[config.mk]
export PLATFORM = sky130hd
export DESIGN_NAME = coalescing_wbuf
export DESIGN_NICKNAME = d
export VERILOG_FILES = /design/src/rtl/wbuf_cfg_pkg.sv /design/src/rtl/wbuf_xfer_pkg.sv /design/src/rtl/wbuf_alloc.sv /design/src/rtl/wbuf_entry.sv /design/src/rtl/wbuf_dispatch.sv /design/src/rtl/coalescing_wbuf.sv
export SDC_FILE = /design/constraint.sdc
export NUM_CORES = 2
export LEC_CHECK = 0
export BUFFER_PORTS_ARGS = -buffer_cell sky130_fd_sc_hd__buf_4
export CAP_MARGIN = 20
export CORE_MARGIN = 2
export CORE_UTILIZATION = 30
export CTS_CLUSTER_DIAMETER = 30
export DETAILED_ROUTE_END_ITERATION = 7
export GPL_TIMING_DRIVEN = 0
export PLACE_DENSITY = 0.44
export SLEW_MARGIN = 20
export SYNTH_ARGS = -nofsm -noshare
export SYNTH_HDL_FRONTEND = slang
export SYNTH_SLANG_ARGS = --single-unit
export TNS_END_PERCENT = 20
[constraint.sdc]
create_clock -name clk_i -period 7.4 [get_ports clk_i]
set_input_delay 0.37 -clock clk_i [delete_from_list [all_inputs] [get_ports clk_i]]
set_output_delay 0.37 -clock clk_i [all_outputs]
set_load 0.01 [all_outputs]
[src/rtl/wbuf_cfg_pkg.sv]
package wbuf_cfg_pkg;

  ////////////////////////////////
  // buffer geometry
  ////////////////////////////////

  // number of coalescing entries, one 64 bit word each
  localparam int unsigned NUM_ENTRIES    = 8;
  // transaction slots shared by all entries
  localparam int unsigned NUM_TX         = 4;

  // word address is the byte address without the three offset bits
  localparam int unsigned WORD_ADDR_W    = 29;
  localparam int unsigned BYTES_PER_WORD = 8;
  localparam int unsigned DATA_W         = 8 * BYTES_PER_WORD;
  localparam int unsigned OFF_W          = $clog2(BYTES_PER_WORD);
  localparam int unsigned BYTE_ADDR_W    = WORD_ADDR_W + OFF_W;

  // derived index widths, at least one bit
  localparam int unsigned ENTRY_IDX_W    = (NUM_ENTRIES > 1) ? $clog2(NUM_ENTRIES) : 1;
  localparam int unsigned TX_ID_W        = (NUM_TX > 1) ? $clog2(NUM_TX) : 1;

  typedef logic [ENTRY_IDX_W-1:0] entry_idx_t;
  typedef logic [TX_ID_W-1:0]     tx_id_t;

endpackage

[src/rtl/wbuf_xfer_pkg.sv]
package wbuf_xfer_pkg;

  // memory side takes naturally aligned transfers only
  typedef enum logic [1:0] {
    XFER_BYTE   = 2'd0,
    XFER_HALF   = 2'd1,
    XFER_WORD   = 2'd2,
    XFER_DOUBLE = 2'd3
  } xfer_size_e;

  // offset of the lowest set byte, zero for an empty mask
  function automatic logic [2:0] xfer_low_off(input logic [7:0] mask);
    logic [2:0] off;
    off = '0;
    // scan downwards so the lowest set byte wins
    for (int i = 7; i >= 0; i--) begin
      if (mask[i]) begin
        off = 3'(i);
      end
    end
    return off;
  endfunction

  // largest aligned size starting at the lowest dirty byte,
  // e.g. 0011_1001 gives byte@0, then byte@3, then half@4
  function automatic xfer_size_e xfer_size_of(input logic [7:0] mask);
    logic [2:0] off;
    logic [7:0] run;
    xfer_size_e size;
    off = xfer_low_off(mask);
    // bytes from the start offset upwards
    run = mask >> off;
    if ((off == 3'd0) && (&run)) begin
      size = XFER_DOUBLE;
    end else if ((off[1:0] == 2'b00) && (&run[3:0])) begin
      size = XFER_WORD;
    end else if ((off[0] == 1'b0) && (&run[1:0])) begin
      size = XFER_HALF;
    end else begin
      size = XFER_BYTE;
    end
    return size;
  endfunction

  // byte enables covered by a transfer at off with the given size
  function automatic logic [7:0] xfer_be_of(input logic [2:0] off, input xfer_size_e size);
    logic [7:0] be;
    case (size)
      XFER_HALF:   be = 8'h03;
      XFER_WORD:   be = 8'h0f;
      XFER_DOUBLE: be = 8'hff;
      default:     be = 8'h01;
    endcase
    return be << off;
  endfunction

endpackage

[src/rtl/wbuf_alloc.sv]
`timescale 1ns/1ps

module wbuf_alloc #(
  parameter int unsigned NumEntries = wbuf_cfg_pkg::NUM_ENTRIES
) (
  // core write request
  input  logic                                                 wr_req_i,
  input  logic [wbuf_cfg_pkg::WORD_ADDR_W-1:0]                 wr_addr_i,
  // entry state
  input  logic [NumEntries-1:0]                                entry_valid_i,
  input  logic [NumEntries-1:0][wbuf_cfg_pkg::WORD_ADDR_W-1:0] entry_tag_i,
  // grant back to the core, one-hot write select to the entries
  output logic                                                 wr_gnt_o,
  output logic [NumEntries-1:0]                                entry_wr_en_o
);

  logic [NumEntries-1:0] hit;
  logic [NumEntries-1:0] free_oh;
  logic                  any_hit;
  logic                  any_free;

  ////////////////////////////////
  // tag match
  ////////////////////////////////

  // a word lives in at most one entry, so hit is one-hot or zero
  always_comb begin : p_hit
    for (int k = 0; k < NumEntries; k++) begin
      hit[k] = entry_valid_i[k] && (entry_tag_i[k] == wr_addr_i);
    end
  end

  ////////////////////////////////
  // free entry search
  ////////////////////////////////

  // lowest entry without any valid byte
  always_comb begin : p_free
    logic found;
    found   = 1'b0;
    free_oh = '0;
    for (int k = 0; k < NumEntries; k++) begin
      if (!found && !entry_valid_i[k]) begin
        found      = 1'b1;
        free_oh[k] = 1'b1;
      end
    end
  end

  assign any_hit  = |hit;
  assign any_free = |free_oh;

  // merge into a hit, else allocate, else refuse
  assign wr_gnt_o = wr_req_i && (any_hit || any_free);

  // enable only the chosen entry and only on a grant
  always_comb begin : p_wr_en
    entry_wr_en_o = '0;
    if (wr_gnt_o) begin
      entry_wr_en_o = any_hit ? hit : free_oh;
    end
  end

endmodule

[src/rtl/wbuf_entry.sv]
`timescale 1ns/1ps

module wbuf_entry (
  input  logic                                      clk_i,
  input  logic                                      rst_ni,
  // write from the allocator
  input  logic                                      wr_en_i,
  input  logic [wbuf_cfg_pkg::WORD_ADDR_W-1:0]      wr_tag_i,
  input  logic [wbuf_cfg_pkg::BYTES_PER_WORD-1:0]   wr_be_i,
  input  logic [wbuf_cfg_pkg::DATA_W-1:0]           wr_data_i,
  // transfer accepted by memory
  input  logic                                      send_en_i,
  input  logic [wbuf_cfg_pkg::BYTES_PER_WORD-1:0]   send_be_i,
  // transaction returned
  input  logic                                      rtrn_en_i,
  input  logic [wbuf_cfg_pkg::BYTES_PER_WORD-1:0]   rtrn_be_i,
  // entry state
  output logic                                      valid_o,
  output logic [wbuf_cfg_pkg::WORD_ADDR_W-1:0]      tag_o,
  output logic [wbuf_cfg_pkg::DATA_W-1:0]           data_o,
  output logic [wbuf_cfg_pkg::BYTES_PER_WORD-1:0]   ready_dirty_o
);

  import wbuf_cfg_pkg::*;

  // byte states valid/dirty/txblk
  //   000 free
  //   110 written, waiting to be sent
  //   101 in flight
  //   111 rewritten while in flight, resent after the return
  logic [BYTES_PER_WORD-1:0] valid_q;
  logic [BYTES_PER_WORD-1:0] dirty_q;
  logic [BYTES_PER_WORD-1:0] txblk_q;
  logic [WORD_ADDR_W-1:0]    tag_q;
  logic [DATA_W-1:0]         data_q;

  ////////////////////////////////
  // flag update
  ////////////////////////////////

  // return first, then send, then write
  always_ff @(posedge clk_i or negedge rst_ni) begin : p_flags
    if (!rst_ni) begin
      valid_q <= '0;
      dirty_q <= '0;
      txblk_q <= '0;
    end else begin
      valid_q <= ((valid_q & ~(rtrn_en_i ? (rtrn_be_i & ~dirty_q) : '0))
                 | (wr_en_i ? wr_be_i : '0));
      dirty_q <= ((dirty_q & ~(send_en_i ? send_be_i : '0))
                 | (wr_en_i ? wr_be_i : '0));
      txblk_q <= ((txblk_q & ~(rtrn_en_i ? rtrn_be_i : '0))
                 | (send_en_i ? send_be_i : '0));
    end
  end

  ////////////////////////////////
  // tag and data
  ////////////////////////////////

  always_ff @(posedge clk_i) begin : p_payload
    if (wr_en_i) begin
      tag_q <= wr_tag_i;
      for (int b = 0; b < BYTES_PER_WORD; b++) begin
        if (wr_be_i[b]) begin
          data_q[b*8 +: 8] <= wr_data_i[b*8 +: 8];
        end
      end
    end
  end

  assign valid_o = |valid_q;
  assign tag_o   = tag_q;
  assign data_o  = data_q;

  // nothing is offered while any byte is in flight, since
  // transfers of one word must not overtake each other
  assign ready_dirty_o = (|txblk_q) ? '0 : (dirty_q & valid_q);

endmodule

[src/rtl/wbuf_dispatch.sv]
`timescale 1ns/1ps

module wbuf_dispatch #(
  parameter int unsigned NumEntries = wbuf_cfg_pkg::NUM_ENTRIES,
  parameter int unsigned NumTx      = wbuf_cfg_pkg::NUM_TX
) (
  input  logic                                                    clk_i,
  input  logic                                                    rst_ni,
  // entry side
  input  logic [NumEntries-1:0][wbuf_cfg_pkg::BYTES_PER_WORD-1:0] ready_dirty_i,
  input  logic [NumEntries-1:0][wbuf_cfg_pkg::WORD_ADDR_W-1:0]    entry_tag_i,
  input  logic [NumEntries-1:0][wbuf_cfg_pkg::DATA_W-1:0]         entry_data_i,
  // memory request
  output logic                                                    mem_req_o,
  input  logic                                                    mem_ack_i,
  output logic [wbuf_cfg_pkg::BYTE_ADDR_W-1:0]                    mem_addr_o,
  output wbuf_xfer_pkg::xfer_size_e                               mem_size_o,
  output logic [wbuf_cfg_pkg::DATA_W-1:0]                         mem_data_o,
  output wbuf_cfg_pkg::tx_id_t                                    mem_id_o,
  // memory return
  input  logic                                                    mem_rtrn_vld_i,
  input  wbuf_cfg_pkg::tx_id_t                                    mem_rtrn_id_i,
  // flag updates to the entries
  output logic [NumEntries-1:0]                                   send_en_o,
  output logic [wbuf_cfg_pkg::BYTES_PER_WORD-1:0]                 send_be_o,
  output logic [NumEntries-1:0]                                   rtrn_en_o,
  output logic [wbuf_cfg_pkg::BYTES_PER_WORD-1:0]                 rtrn_be_o
);

  import wbuf_cfg_pkg::*;
  import wbuf_xfer_pkg::*;

  // arbitration and lock
  entry_idx_t                rr_ptr_q;
  entry_idx_t                rr_pick;
  logic                      rr_found;
  logic                      lock_q;
  entry_idx_t                lock_ptr_q;
  logic [OFF_W-1:0]          lock_off_q;
  tx_id_t                    lock_id_q;

  // selected transfer
  entry_idx_t                sel_ptr;
  logic [OFF_W-1:0]          sel_off;
  logic [BYTES_PER_WORD-1:0] sel_mask;
  xfer_size_e                sel_size;
  logic [BYTES_PER_WORD-1:0] sel_be;
  logic                      have_work;
  logic                      take;

  // transaction slots
  logic [NumTx-1:0]                     slot_busy_q;
  entry_idx_t [NumTx-1:0]               slot_ptr_q;
  logic [NumTx-1:0][BYTES_PER_WORD-1:0] slot_be_q;
  tx_id_t                               free_id;
  logic                                 any_free;

  ////////////////////////////////
  // entry selection
  ////////////////////////////////

  // round robin, search starts after the entry served last
  always_comb begin : p_rr_pick
    int unsigned cand;
    rr_pick  = rr_ptr_q;
    rr_found = 1'b0;
    for (int unsigned i = 1; i <= NumEntries; i++) begin
      cand = (rr_ptr_q + i) % NumEntries;
      if (!rr_found && (|ready_dirty_i[cand])) begin
        rr_found = 1'b1;
        rr_pick  = entry_idx_t'(cand);
      end
    end
  end

  // a waiting request keeps its entry, offset and ID
  assign sel_ptr   = lock_q ? lock_ptr_q : rr_pick;
  assign have_work = lock_q || rr_found;
  assign sel_off   = lock_q ? lock_off_q : xfer_low_off(ready_dirty_i[sel_ptr]);

  // bytes below the start offset are left for a later transfer,
  // bytes written above it while waiting may grow the size
  assign sel_mask  = ready_dirty_i[sel_ptr] & ({BYTES_PER_WORD{1'b1}} << sel_off);
  assign sel_size  = xfer_size_of(sel_mask);
  assign sel_be    = xfer_be_of(sel_off, sel_size);

  ////////////////////////////////
  // slot allocation
  ////////////////////////////////

  // lowest free slot
  always_comb begin : p_free_slot
    free_id  = '0;
    any_free = 1'b0;
    for (int t = 0; t < NumTx; t++) begin
      if (!any_free && !slot_busy_q[t]) begin
        any_free = 1'b1;
        free_id  = tx_id_t'(t);
      end
    end
  end

  // a locked request already owns a free slot
  assign mem_req_o  = have_work && (lock_q || any_free);
  assign mem_id_o   = lock_q ? lock_id_q : free_id;
  assign mem_addr_o = {entry_tag_i[sel_ptr], sel_off};
  assign mem_size_o = sel_size;
  // data leaves in its natural byte lanes
  assign mem_data_o = entry_data_i[sel_ptr];
  assign take       = mem_req_o && mem_ack_i;

  ////////////////////////////////
  // entry updates
  ////////////////////////////////

  always_comb begin : p_enables
    for (int k = 0; k < NumEntries; k++) begin
      send_en_o[k] = take && (sel_ptr == entry_idx_t'(k));
      // return goes to the entry recorded in its slot
      rtrn_en_o[k] = mem_rtrn_vld_i && (slot_ptr_q[mem_rtrn_id_i] == entry_idx_t'(k));
    end
  end

  assign send_be_o = sel_be;
  assign rtrn_be_o = slot_be_q[mem_rtrn_id_i];

  ////////////////////////////////
  // registers
  ////////////////////////////////

  always_ff @(posedge clk_i or negedge rst_ni) begin : p_ctrl
    if (!rst_ni) begin
      // entry 0 is searched first after reset
      rr_ptr_q    <= entry_idx_t'(NumEntries - 1);
      lock_q      <= 1'b0;
      lock_ptr_q  <= '0;
      lock_off_q  <= '0;
      lock_id_q   <= '0;
      slot_busy_q <= '0;
    end else begin
      if (take) begin
        lock_q   <= 1'b0;
        rr_ptr_q <= sel_ptr;
      end else if (mem_req_o && !lock_q) begin
        // memory stalls, hold the request as it is
        lock_q     <= 1'b1;
        lock_ptr_q <= sel_ptr;
        lock_off_q <= sel_off;
        lock_id_q  <= free_id;
      end
      // a returning ID is busy, a new one is free, never the same slot
      if (mem_rtrn_vld_i) begin
        slot_busy_q[mem_rtrn_id_i] <= 1'b0;
      end
      if (take) begin
        slot_busy_q[mem_id_o] <= 1'b1;
      end
    end
  end

  // slot payload, only meaningful while busy
  always_ff @(posedge clk_i) begin : p_slot_payload
    if (take) begin
      slot_ptr_q[mem_id_o] <= sel_ptr;
      slot_be_q[mem_id_o]  <= sel_be;
    end
  end

endmodule

[src/rtl/coalescing_wbuf.sv]
`timescale 1ns/1ps

module coalescing_wbuf (
  input  logic                                    clk_i,
  input  logic                                    rst_ni,
  // core writes
  input  logic                                    wr_req_i,
  input  logic [wbuf_cfg_pkg::WORD_ADDR_W-1:0]    wr_addr_i,
  input  logic [wbuf_cfg_pkg::BYTES_PER_WORD-1:0] wr_be_i,
  input  logic [wbuf_cfg_pkg::DATA_W-1:0]         wr_data_i,
  output logic                                    wr_gnt_o,
  // memory requests
  output logic                                    mem_req_o,
  input  logic                                    mem_ack_i,
  output logic [wbuf_cfg_pkg::BYTE_ADDR_W-1:0]    mem_addr_o,
  output wbuf_xfer_pkg::xfer_size_e               mem_size_o,
  output logic [wbuf_cfg_pkg::DATA_W-1:0]         mem_data_o,
  output wbuf_cfg_pkg::tx_id_t                    mem_id_o,
  // memory returns
  input  logic                                    mem_rtrn_vld_i,
  input  wbuf_cfg_pkg::tx_id_t                    mem_rtrn_id_i,
  // no valid byte left anywhere
  output logic                                    empty_o
);

  import wbuf_cfg_pkg::*;

  localparam int unsigned NumEntries = NUM_ENTRIES;
  localparam int unsigned NumTx      = NUM_TX;

  logic [NumEntries-1:0]                     entry_valid;
  logic [NumEntries-1:0][WORD_ADDR_W-1:0]    entry_tag;
  logic [NumEntries-1:0][DATA_W-1:0]         entry_data;
  logic [NumEntries-1:0][BYTES_PER_WORD-1:0] ready_dirty;
  logic [NumEntries-1:0]                     entry_wr_en;
  logic [NumEntries-1:0]                     send_en;
  logic [NumEntries-1:0]                     rtrn_en;
  logic [BYTES_PER_WORD-1:0]                 send_be;
  logic [BYTES_PER_WORD-1:0]                 rtrn_be;

  // hit or lowest free entry
  wbuf_alloc #(
    .NumEntries ( NumEntries )
  ) i_alloc (
    .wr_req_i      ( wr_req_i    ),
    .wr_addr_i     ( wr_addr_i   ),
    .entry_valid_i ( entry_valid ),
    .entry_tag_i   ( entry_tag   ),
    .wr_gnt_o      ( wr_gnt_o    ),
    .entry_wr_en_o ( entry_wr_en )
  );

  for (genvar k = 0; k < NumEntries; k++) begin : gen_entries
    wbuf_entry i_entry (
      .clk_i         ( clk_i          ),
      .rst_ni        ( rst_ni         ),
      .wr_en_i       ( entry_wr_en[k] ),
      .wr_tag_i      ( wr_addr_i      ),
      .wr_be_i       ( wr_be_i        ),
      .wr_data_i     ( wr_data_i      ),
      .send_en_i     ( send_en[k]     ),
      .send_be_i     ( send_be        ),
      .rtrn_en_i     ( rtrn_en[k]     ),
      .rtrn_be_i     ( rtrn_be        ),
      .valid_o       ( entry_valid[k] ),
      .tag_o         ( entry_tag[k]   ),
      .data_o        ( entry_data[k]  ),
      .ready_dirty_o ( ready_dirty[k] )
    );
  end

  // aligned transfers and transaction slots
  wbuf_dispatch #(
    .NumEntries ( NumEntries ),
    .NumTx      ( NumTx      )
  ) i_dispatch (
    .clk_i          ( clk_i          ),
    .rst_ni         ( rst_ni         ),
    .ready_dirty_i  ( ready_dirty    ),
    .entry_tag_i    ( entry_tag      ),
    .entry_data_i   ( entry_data     ),
    .mem_req_o      ( mem_req_o      ),
    .mem_ack_i      ( mem_ack_i      ),
    .mem_addr_o     ( mem_addr_o     ),
    .mem_size_o     ( mem_size_o     ),
    .mem_data_o     ( mem_data_o     ),
    .mem_id_o       ( mem_id_o       ),
    .mem_rtrn_vld_i ( mem_rtrn_vld_i ),
    .mem_rtrn_id_i  ( mem_rtrn_id_i  ),
    .send_en_o      ( send_en        ),
    .send_be_o      ( send_be        ),
    .rtrn_en_o      ( rtrn_en        ),
    .rtrn_be_o      ( rtrn_be        )
  );

  assign empty_o = ~(|entry_valid);

endmodule

# Word level (Yosys, flattened, before mapping)
# Index checks and enable logic that the tools add are counted.
# Widths: inputs -> output; s select.
[totals] ff_bits=996 input_bits=108 elab_cells=583 output_inout_bits=103
[classes] muxes=142 magnitude_cmp=13 addsub=8 shifts=3 n_reduce_logical=179 eq_ne=25 bitwise=103
[op_table] op="$mux 8" count=53
[op_table] op="$and 8x8->8" count=41
[op_table] op="$not 8->8" count=32
[op_table] op="$eq 29x29->1" count=8
[op_table] op="$bmux 8 s3" count=9
[op_table] op="$reduce_or 8->1" count=26
[op_table] op="$bmux 64 s3" count=1
[op_table] op="$or 8x8->8" count=24
[op_table] op="$reduce_and 2->1" count=66
[op_table] op="$bmux 29 s3" count=1
[op_table] op="$mux 3" count=28
[op_table] op="$mux 64" count=1
[op_table] op="$reduce_or 64->1" count=1
[op_table] op="$logic_and 1x1->1" count=50
[op_table] op="$lt 3x4->1 const B" count=9
[op_table] op="$bwmux 32" count=1
[op_table] op="$mux 1" count=32
[op_table] op="$mux 29" count=1
[op_table] op="$logic_not 1->1" count=26
[op_table] op="$eq 3x3->1 const B" count=8
[op_table] op="$pmux 8 s3" count=1
[op_table] op="$bmux 8 s2" count=1
[op_table] op="$demux 8 s2" count=1
[op_table] op="$add 3x3->3 const B" count=4
[op_table] op="other kinds (27)" count=48

# Longest topological paths before layout
[logic_depth] depth_word=62 depth_mapped=31 depth_no_buf=25

# Modules after synthesis
# From an unflattened synthesis, not the netlist that was laid out.
[unflattened] hier_cells=4144 area_unflattened_um2=47684.5
[modules_own_cells] mod="wbuf_entry" instances=8 cells_per_inst=200 area_each_um2=3936.3 seq_area_each_um2=3393.3
[modules_own_cells] mod="wbuf_dispatch" instances=1 cells_per_inst=2081 area_each_um2=12723.5 seq_area_each_um2=1725.4
[modules_own_cells] mod="wbuf_alloc" instances=1 cells_per_inst=460 area_each_um2=3452.1 seq_area_each_um2=0.0
[modules_own_cells] mod="coalescing_wbuf" instances=1 cells_per_inst=3 area_each_um2=18.8 seq_area_each_um2=0.0

# Worst setup path before layout
# Ideal clock, no wire load.
[synth_timing] kind="register to register" from="reg i_dispatch.rr_ptr_q[0]" to="reg i_dispatch.slot_be_q[10] in the netlist's numbering, data pin" t_required_ns=7.137 path_buffers=7 setup_slack_ns=0.426 setup_ns=0.263 synth_period_minus_slack_ns=6.974 stages_incl_launch_ff=29 arrival_ns=6.711 path_cell_list="dfstp_2 -> inv_2 -> buf_1 -> clkbuf_1 -> ha_1 -> clkbuf_1 -> clkbuf_1 -> mux4_2 -> or2_2 -> o32a_1 -> nor2_2 -> o211ai_1 -> o311ai_1 -> a31oi_1 -> or2_1 -> buf_4 -> inv_2 -> buf_6 -> mux2_4 -> mux2i_1 -> a311oi_2 -> o21a_4 -> or3_1 -> o221ai_2 -> o21bai_2 -> o21ai_2 -> o32a_1 -> buf_2 -> inv_1"
[synth_via] elab_chain_len=58 elab_cells_between_ends=102 cone_classes="8 x add/sub; 3 x eq/ne; 3 x shift; 56 x mux; 2 x bitwise; 30 x reduce/logical"
[synth_lines] item="start, declared" line="wbuf_dispatch.sv:34" source="entry_idx_t rr_ptr_q;"
[synth_lines] item="start signal, assigned" line="wbuf_dispatch.sv:134" source="rr_ptr_q <= entry_idx_t'(NumEntries - 1);"
[synth_lines] item="start signal, assigned" line="wbuf_dispatch.sv:143" source="rr_ptr_q <= sel_ptr;"
[synth_lines] item="$add 3x1->3" line="wbuf_dispatch.sv:68" source="cand = (rr_ptr_q + i) % NumEntries;"
[synth_lines] item="$bmux 8 s3" line="wbuf_dispatch.sv:69" source="if (!rr_found && (|ready_dirty_i[cand])) begin"
[synth_lines] item="$mux 8 (implied by the code)" line="wbuf_dispatch.sv:69"
[synth_lines] item="$reduce_or 8->1" line="wbuf_dispatch.sv:69"
[synth_lines] item="$mux 1" line="wbuf_dispatch.sv:69"
[synth_lines] item="$logic_not 1->1" line="wbuf_dispatch.sv:69"
[synth_lines] item="$logic_and 1x1->1" line="wbuf_dispatch.sv:69"
[synth_lines] item="$mux 1" line="wbuf_dispatch.sv:69"
[synth_lines] item="(+43 left out)"
[synth_lines] item="$mux 1" line="wbuf_xfer_pkg.sv:37" source="end else if ((off[0] == 1'b0) && (&run[1:0])) begin"
[synth_lines] item="$mux 2" line="wbuf_xfer_pkg.sv:35" source="end else if ((off[1:0] == 2'b00) && (&run[3:0])) begin"
[synth_lines] item="$mux 2" line="wbuf_xfer_pkg.sv:33" source="if ((off == 3'd0) && (&run)) begin"
[synth_lines] item="$eq 2x2->1 or $eq 2x1->1 (tied branches)" line="wbuf_xfer_pkg.sv:48" source="case (size)"
[synth_lines] item="$pmux 8 s3" line="wbuf_xfer_pkg.sv:48"
[synth_lines] item="$shl 8x3->8 (*)" line="wbuf_xfer_pkg.sv:54" source="return be << off;"
[synth_lines] item="net gen_entries[0].i_entry.send_be_i, one bit" line="wbuf_entry.sv:13" source="input logic [wbuf_cfg_pkg::BYTES_PER_WORD-1:0] send_be_i,"
[synth_lines] item="$bwmux 32 (*)" line="wbuf_dispatch.sv:165" source="slot_be_q[mem_id_o] <= sel_be;"
[synth_lines] item="end signal, assigned by index" line="wbuf_dispatch.sv:165"
[synth_lines] item="end, declared" line="wbuf_dispatch.sv:54" source="logic [NumTx-1:0][BYTES_PER_WORD-1:0] slot_be_q;"
# Mark *: on every way through the listed nets, which the timed path passes. The rest lies on a longest branch. The select of a mux whose other input is x is not followed.
# A chain may end at the register's enable or synchronous reset.

# Final worst setup path
[layout_timing] from="reg i_dispatch.rr_ptr_q[0]" to="reg i_dispatch.slot_be_q[24] in the netlist's numbering, data pin"
# Same word-level chain as after synthesis.

==> flow_metrics.tcl <==
set metrics [dict create \
    status "finished, violations left" \
    violations "setup timing" \
    drc 0 \
    antenna_found_initial 18 \
    final_layout_size_suffix_gt1_share_pct 20.0 \
    cts_htree_levels 4 \
    ys_seq_area_share_pct 61.2 \
    gr-usage-met1_pct 32.5 \
    synthToLayoutAreaGrowth_pct 34.7 \
    synth_nets 4560 \
    rsz0062_at_grt "yes" \
    finalClockSkew_ns 0.0795 \
    grt_pass1_vias 38673 \
    fmax_mhz 133 \
    cp-end-kind "register" \
    row_count 145 \
    ys_warn_count 0 \
    finalSetupViolations 8 \
    synth-xor-area-share_pct 4.45 \
    portBuffers 204 \
    vias_per_cell 5.34 \
    async_flop_share_pct 20.9 \
    top_usage_layer "met2" \
    syn_area_um2 47200 \
    slowest_delay_ns 0.79 \
    finalCriticalPeriod_ns 7.54 \
    synthAdderAreaFrac_pct 0.0530 \
    num_vias 39458 \
    met3_usage_pct 4.43 \
    cp_slowest_cell "buf_1" \
    max_slew_margin_pct 19.4 \
    clock-sinks 996 \
    worstPathMaxFanout 10 \
    gp_congestion 0.953 \
    clk_pin_slew_ns 0.05 \
    use_met2_pct 40.9 \
    synth_top_family_by_area "simple AND/OR/NAND/NOR gates" \
    track_usage_pct 24.9 \
    finalWorstSetupSlack_ns -0.144 \
    cts_tree "yes" \
    ant_nets 0 \
    worstPathRequired_ns 7.88 \
    maxCapViolCount 0 \
    overflow 0 \
    fin_crit_sh_pct 102 \
    ys_ff_latch 996 \
    synth_compound_area_share_pct 9.08 \
    syn_area_per_cell_um2 10.6 \
    drt-initial-drc-count 3813 \
    worst-endpoint-arrival_ns 8.02 \
    die_y_um 401 \
    syn-instance-count 4450 \
    slew_viol_final 0 \
    core_area_um2 156000 \
    critical_path_class "reg2reg" \
    synth_edf_count 788 \
    die_area_um2 160000 \
    final_cell_mix "1104 x nand2_1, 788 x edfxtp_1, 491 x nand3_1, 301 x buf_4, 251 x clkbuf_16" \
    dpl.hpwl_mm 148 \
    yosys-top-cells-area "edfxtp_1 50%, dfrtp_1 11%, nand2_1 8.8%, nand3_1 5.2%, xor2_1 3.0%" \
    synth_top_area_share_pct 50.1 \
    cts_buffers 240 \
    wl_per_cell_um 27.8 \
    grt_first_pass_wirelength_mm 288 \
    clk_latency_ns 0.86 \
    grt_start_max_net_pins 75 \
    synth-simple-area-share_pct 20.9 \
    dieWidth_um 401 \
    worstMarginPinSlew_ns 1.20 \
    synth.mux.area_fraction_pct 1.66 \
    routed_wirelength_mm 205 \
    hold_path_class "in2async" \
    drt_first_pass_iters 6 \
    initial_core_util_pct 30.2 \
    yosysUniqueCellTypes 109 \
    synth-main-ff-cell "edfxtp_1" \
    synth_top_area_cell "edfxtp_1" \
    critPathLaunchType "register" \
    fin_nets 5226 \
    final_common_cell "nand2_1" \
    fin_area_um2 63600 \
    fin_hold_ws_ns 0.0758 \
    placed_area_um2 51900 \
    pin_count 211 \
    critPathMostFrequentCell "buf_6" \
    root_buffer "clkbuf_16" \
    hold_viol_final 0 \
    cts_max_path_buffers 3 \
]
[final timing paths]
path	from	cells past startpoint	slack, ns	endpoint
worst min register to register	gen_entries[5].i_entry.txblk_q[6]	2	0.47	gen_entries[5].i_entry.txblk_q[6]
worst max-delay path	i_dispatch.rr_ptr_q[0]	29	-0.14	i_dispatch.slot_be_q[24]
worst max register to register	i_dispatch.rr_ptr_q[0]	29	-0.14	i_dispatch.slot_be_q[24]
min in group clk_i	wr_be_i[5]	2	0.22	gen_entries[1].i_entry.data_o[45]
worst min-delay path	rst_ni	2	0.08	i_dispatch.lock_q
max in group asynchronous	rst_ni	3	6.42	gen_entries[4].i_entry.dirty_q[1]
[registers in the layout (all words and copies together) (netlist names)]
name,cells
gen_entries.i_entry.data_o,512
gen_entries.i_entry.dirty_q,64
gen_entries.i_entry.tag_o,232
gen_entries.i_entry.txblk_q,64
gen_entries.i_entry.valid_q,64
i_dispatch.lock_id_q,2
i_dispatch.lock_off_q,3
i_dispatch.lock_ptr_q,3
i_dispatch.lock_q,1
i_dispatch.rr_ptr_q,3
i_dispatch.slot_be_q,32
i_dispatch.slot_busy_q,4
i_dispatch.slot_ptr_q,12
[timing repair]
action,in CTS,in global routing
gates cloned,1,1
buffers inserted,63,39
hold buffers,102,0
endpoints found under the hold margin,865,0
gates resized for setup,265,88
pin swaps,58,41
setup endpoints to repair,308,238
[Yosys cell counts (14+ instances only)]
| cell type | n |
|---|---|
| o21ai_1 | 35 |
| a21oi_1 | 49 |
| inv_1 | 50 |
| nand3_1 | 492 |
| a22o_1 | 26 |
| dfrtp_1 | 205 |
| nor4_1 | 70 |
| xor2_1 | 162 |
| xnor2_1 | 78 |
| nor3_1 | 72 |
| and2_1 | 41 |
| a2111oi_0 | 14 |
| edfxtp_1 | 788 |
| mux2i_1 | 25 |
| or4_1 | 26 |
| o21ai_0 | 252 |
| a22oi_1 | 18 |
| a311oi_1 | 15 |
| a21o_1 | 25 |
| and3_1 | 14 |
| a211oi_1 | 15 |
| mux2_2 | 21 |
| buf_2 | 14 |
| buf_1 | 17 |
| nor2_1 | 225 |
| clkbuf_1 | 217 |
| nand2b_1 | 56 |
| o31ai_1 | 29 |
| nand2_1 | 1111 |
| nand4_1 | 52 |
[per-layer routing]
metal  part of all wire (%)  up-vias
met4                    4.3       12
met3                    7.0      410
met5                  0.035        -
met2                     47     1779
met1                     41    19747
li1                       -    17510
[through the flow]
stage,utilization [%],setup TNS (ns),setup WS [ns],instances
floorplan,-,0,0.426,4450
finish,40.7,-0.902,-0.144,7389
global route,40.7,-3.20,-0.309,7387
detailed placement,33.2,-694.72,-3.30,6734
CTS,40.2,-0.159,-0.0753,7350
global placement,32.8,-2142.97,-4.15,6712
[cell families after synthesis]
logic type	after synthesis
fa+ha+maj	2
flops	996
compound gates	628
xor+xnor	240
simple gates	2211
buf+inv	313
mux	60
[worst max-delay path: cells and delay by family, from the launching register on]
kind	cells	cell delay [ns]
compound gates	8	1.92
mux	1	0.31
fa+ha+maj	1	0.32
buf+inv	15	3.31
simple gates	4	0.69
flops	1	0.58
[layout make-up]
class / count / area, um2
antenna: 3 / 7.51
fill: 15075 / 92600
tap: 2058 / 2570
timing repair buffer: 431 / 3910
multi-input combinational: 3142 / 18200
buffer: 247 / 1290
clock inverter: 155 / 1830
inverter: 58 / 256
clock buffer: 299 / 6580
sequential: 996 / 28900
Power is not shown: default switching activity piles up to over one toggle a cycle in this logic, so the estimate is an artifact.
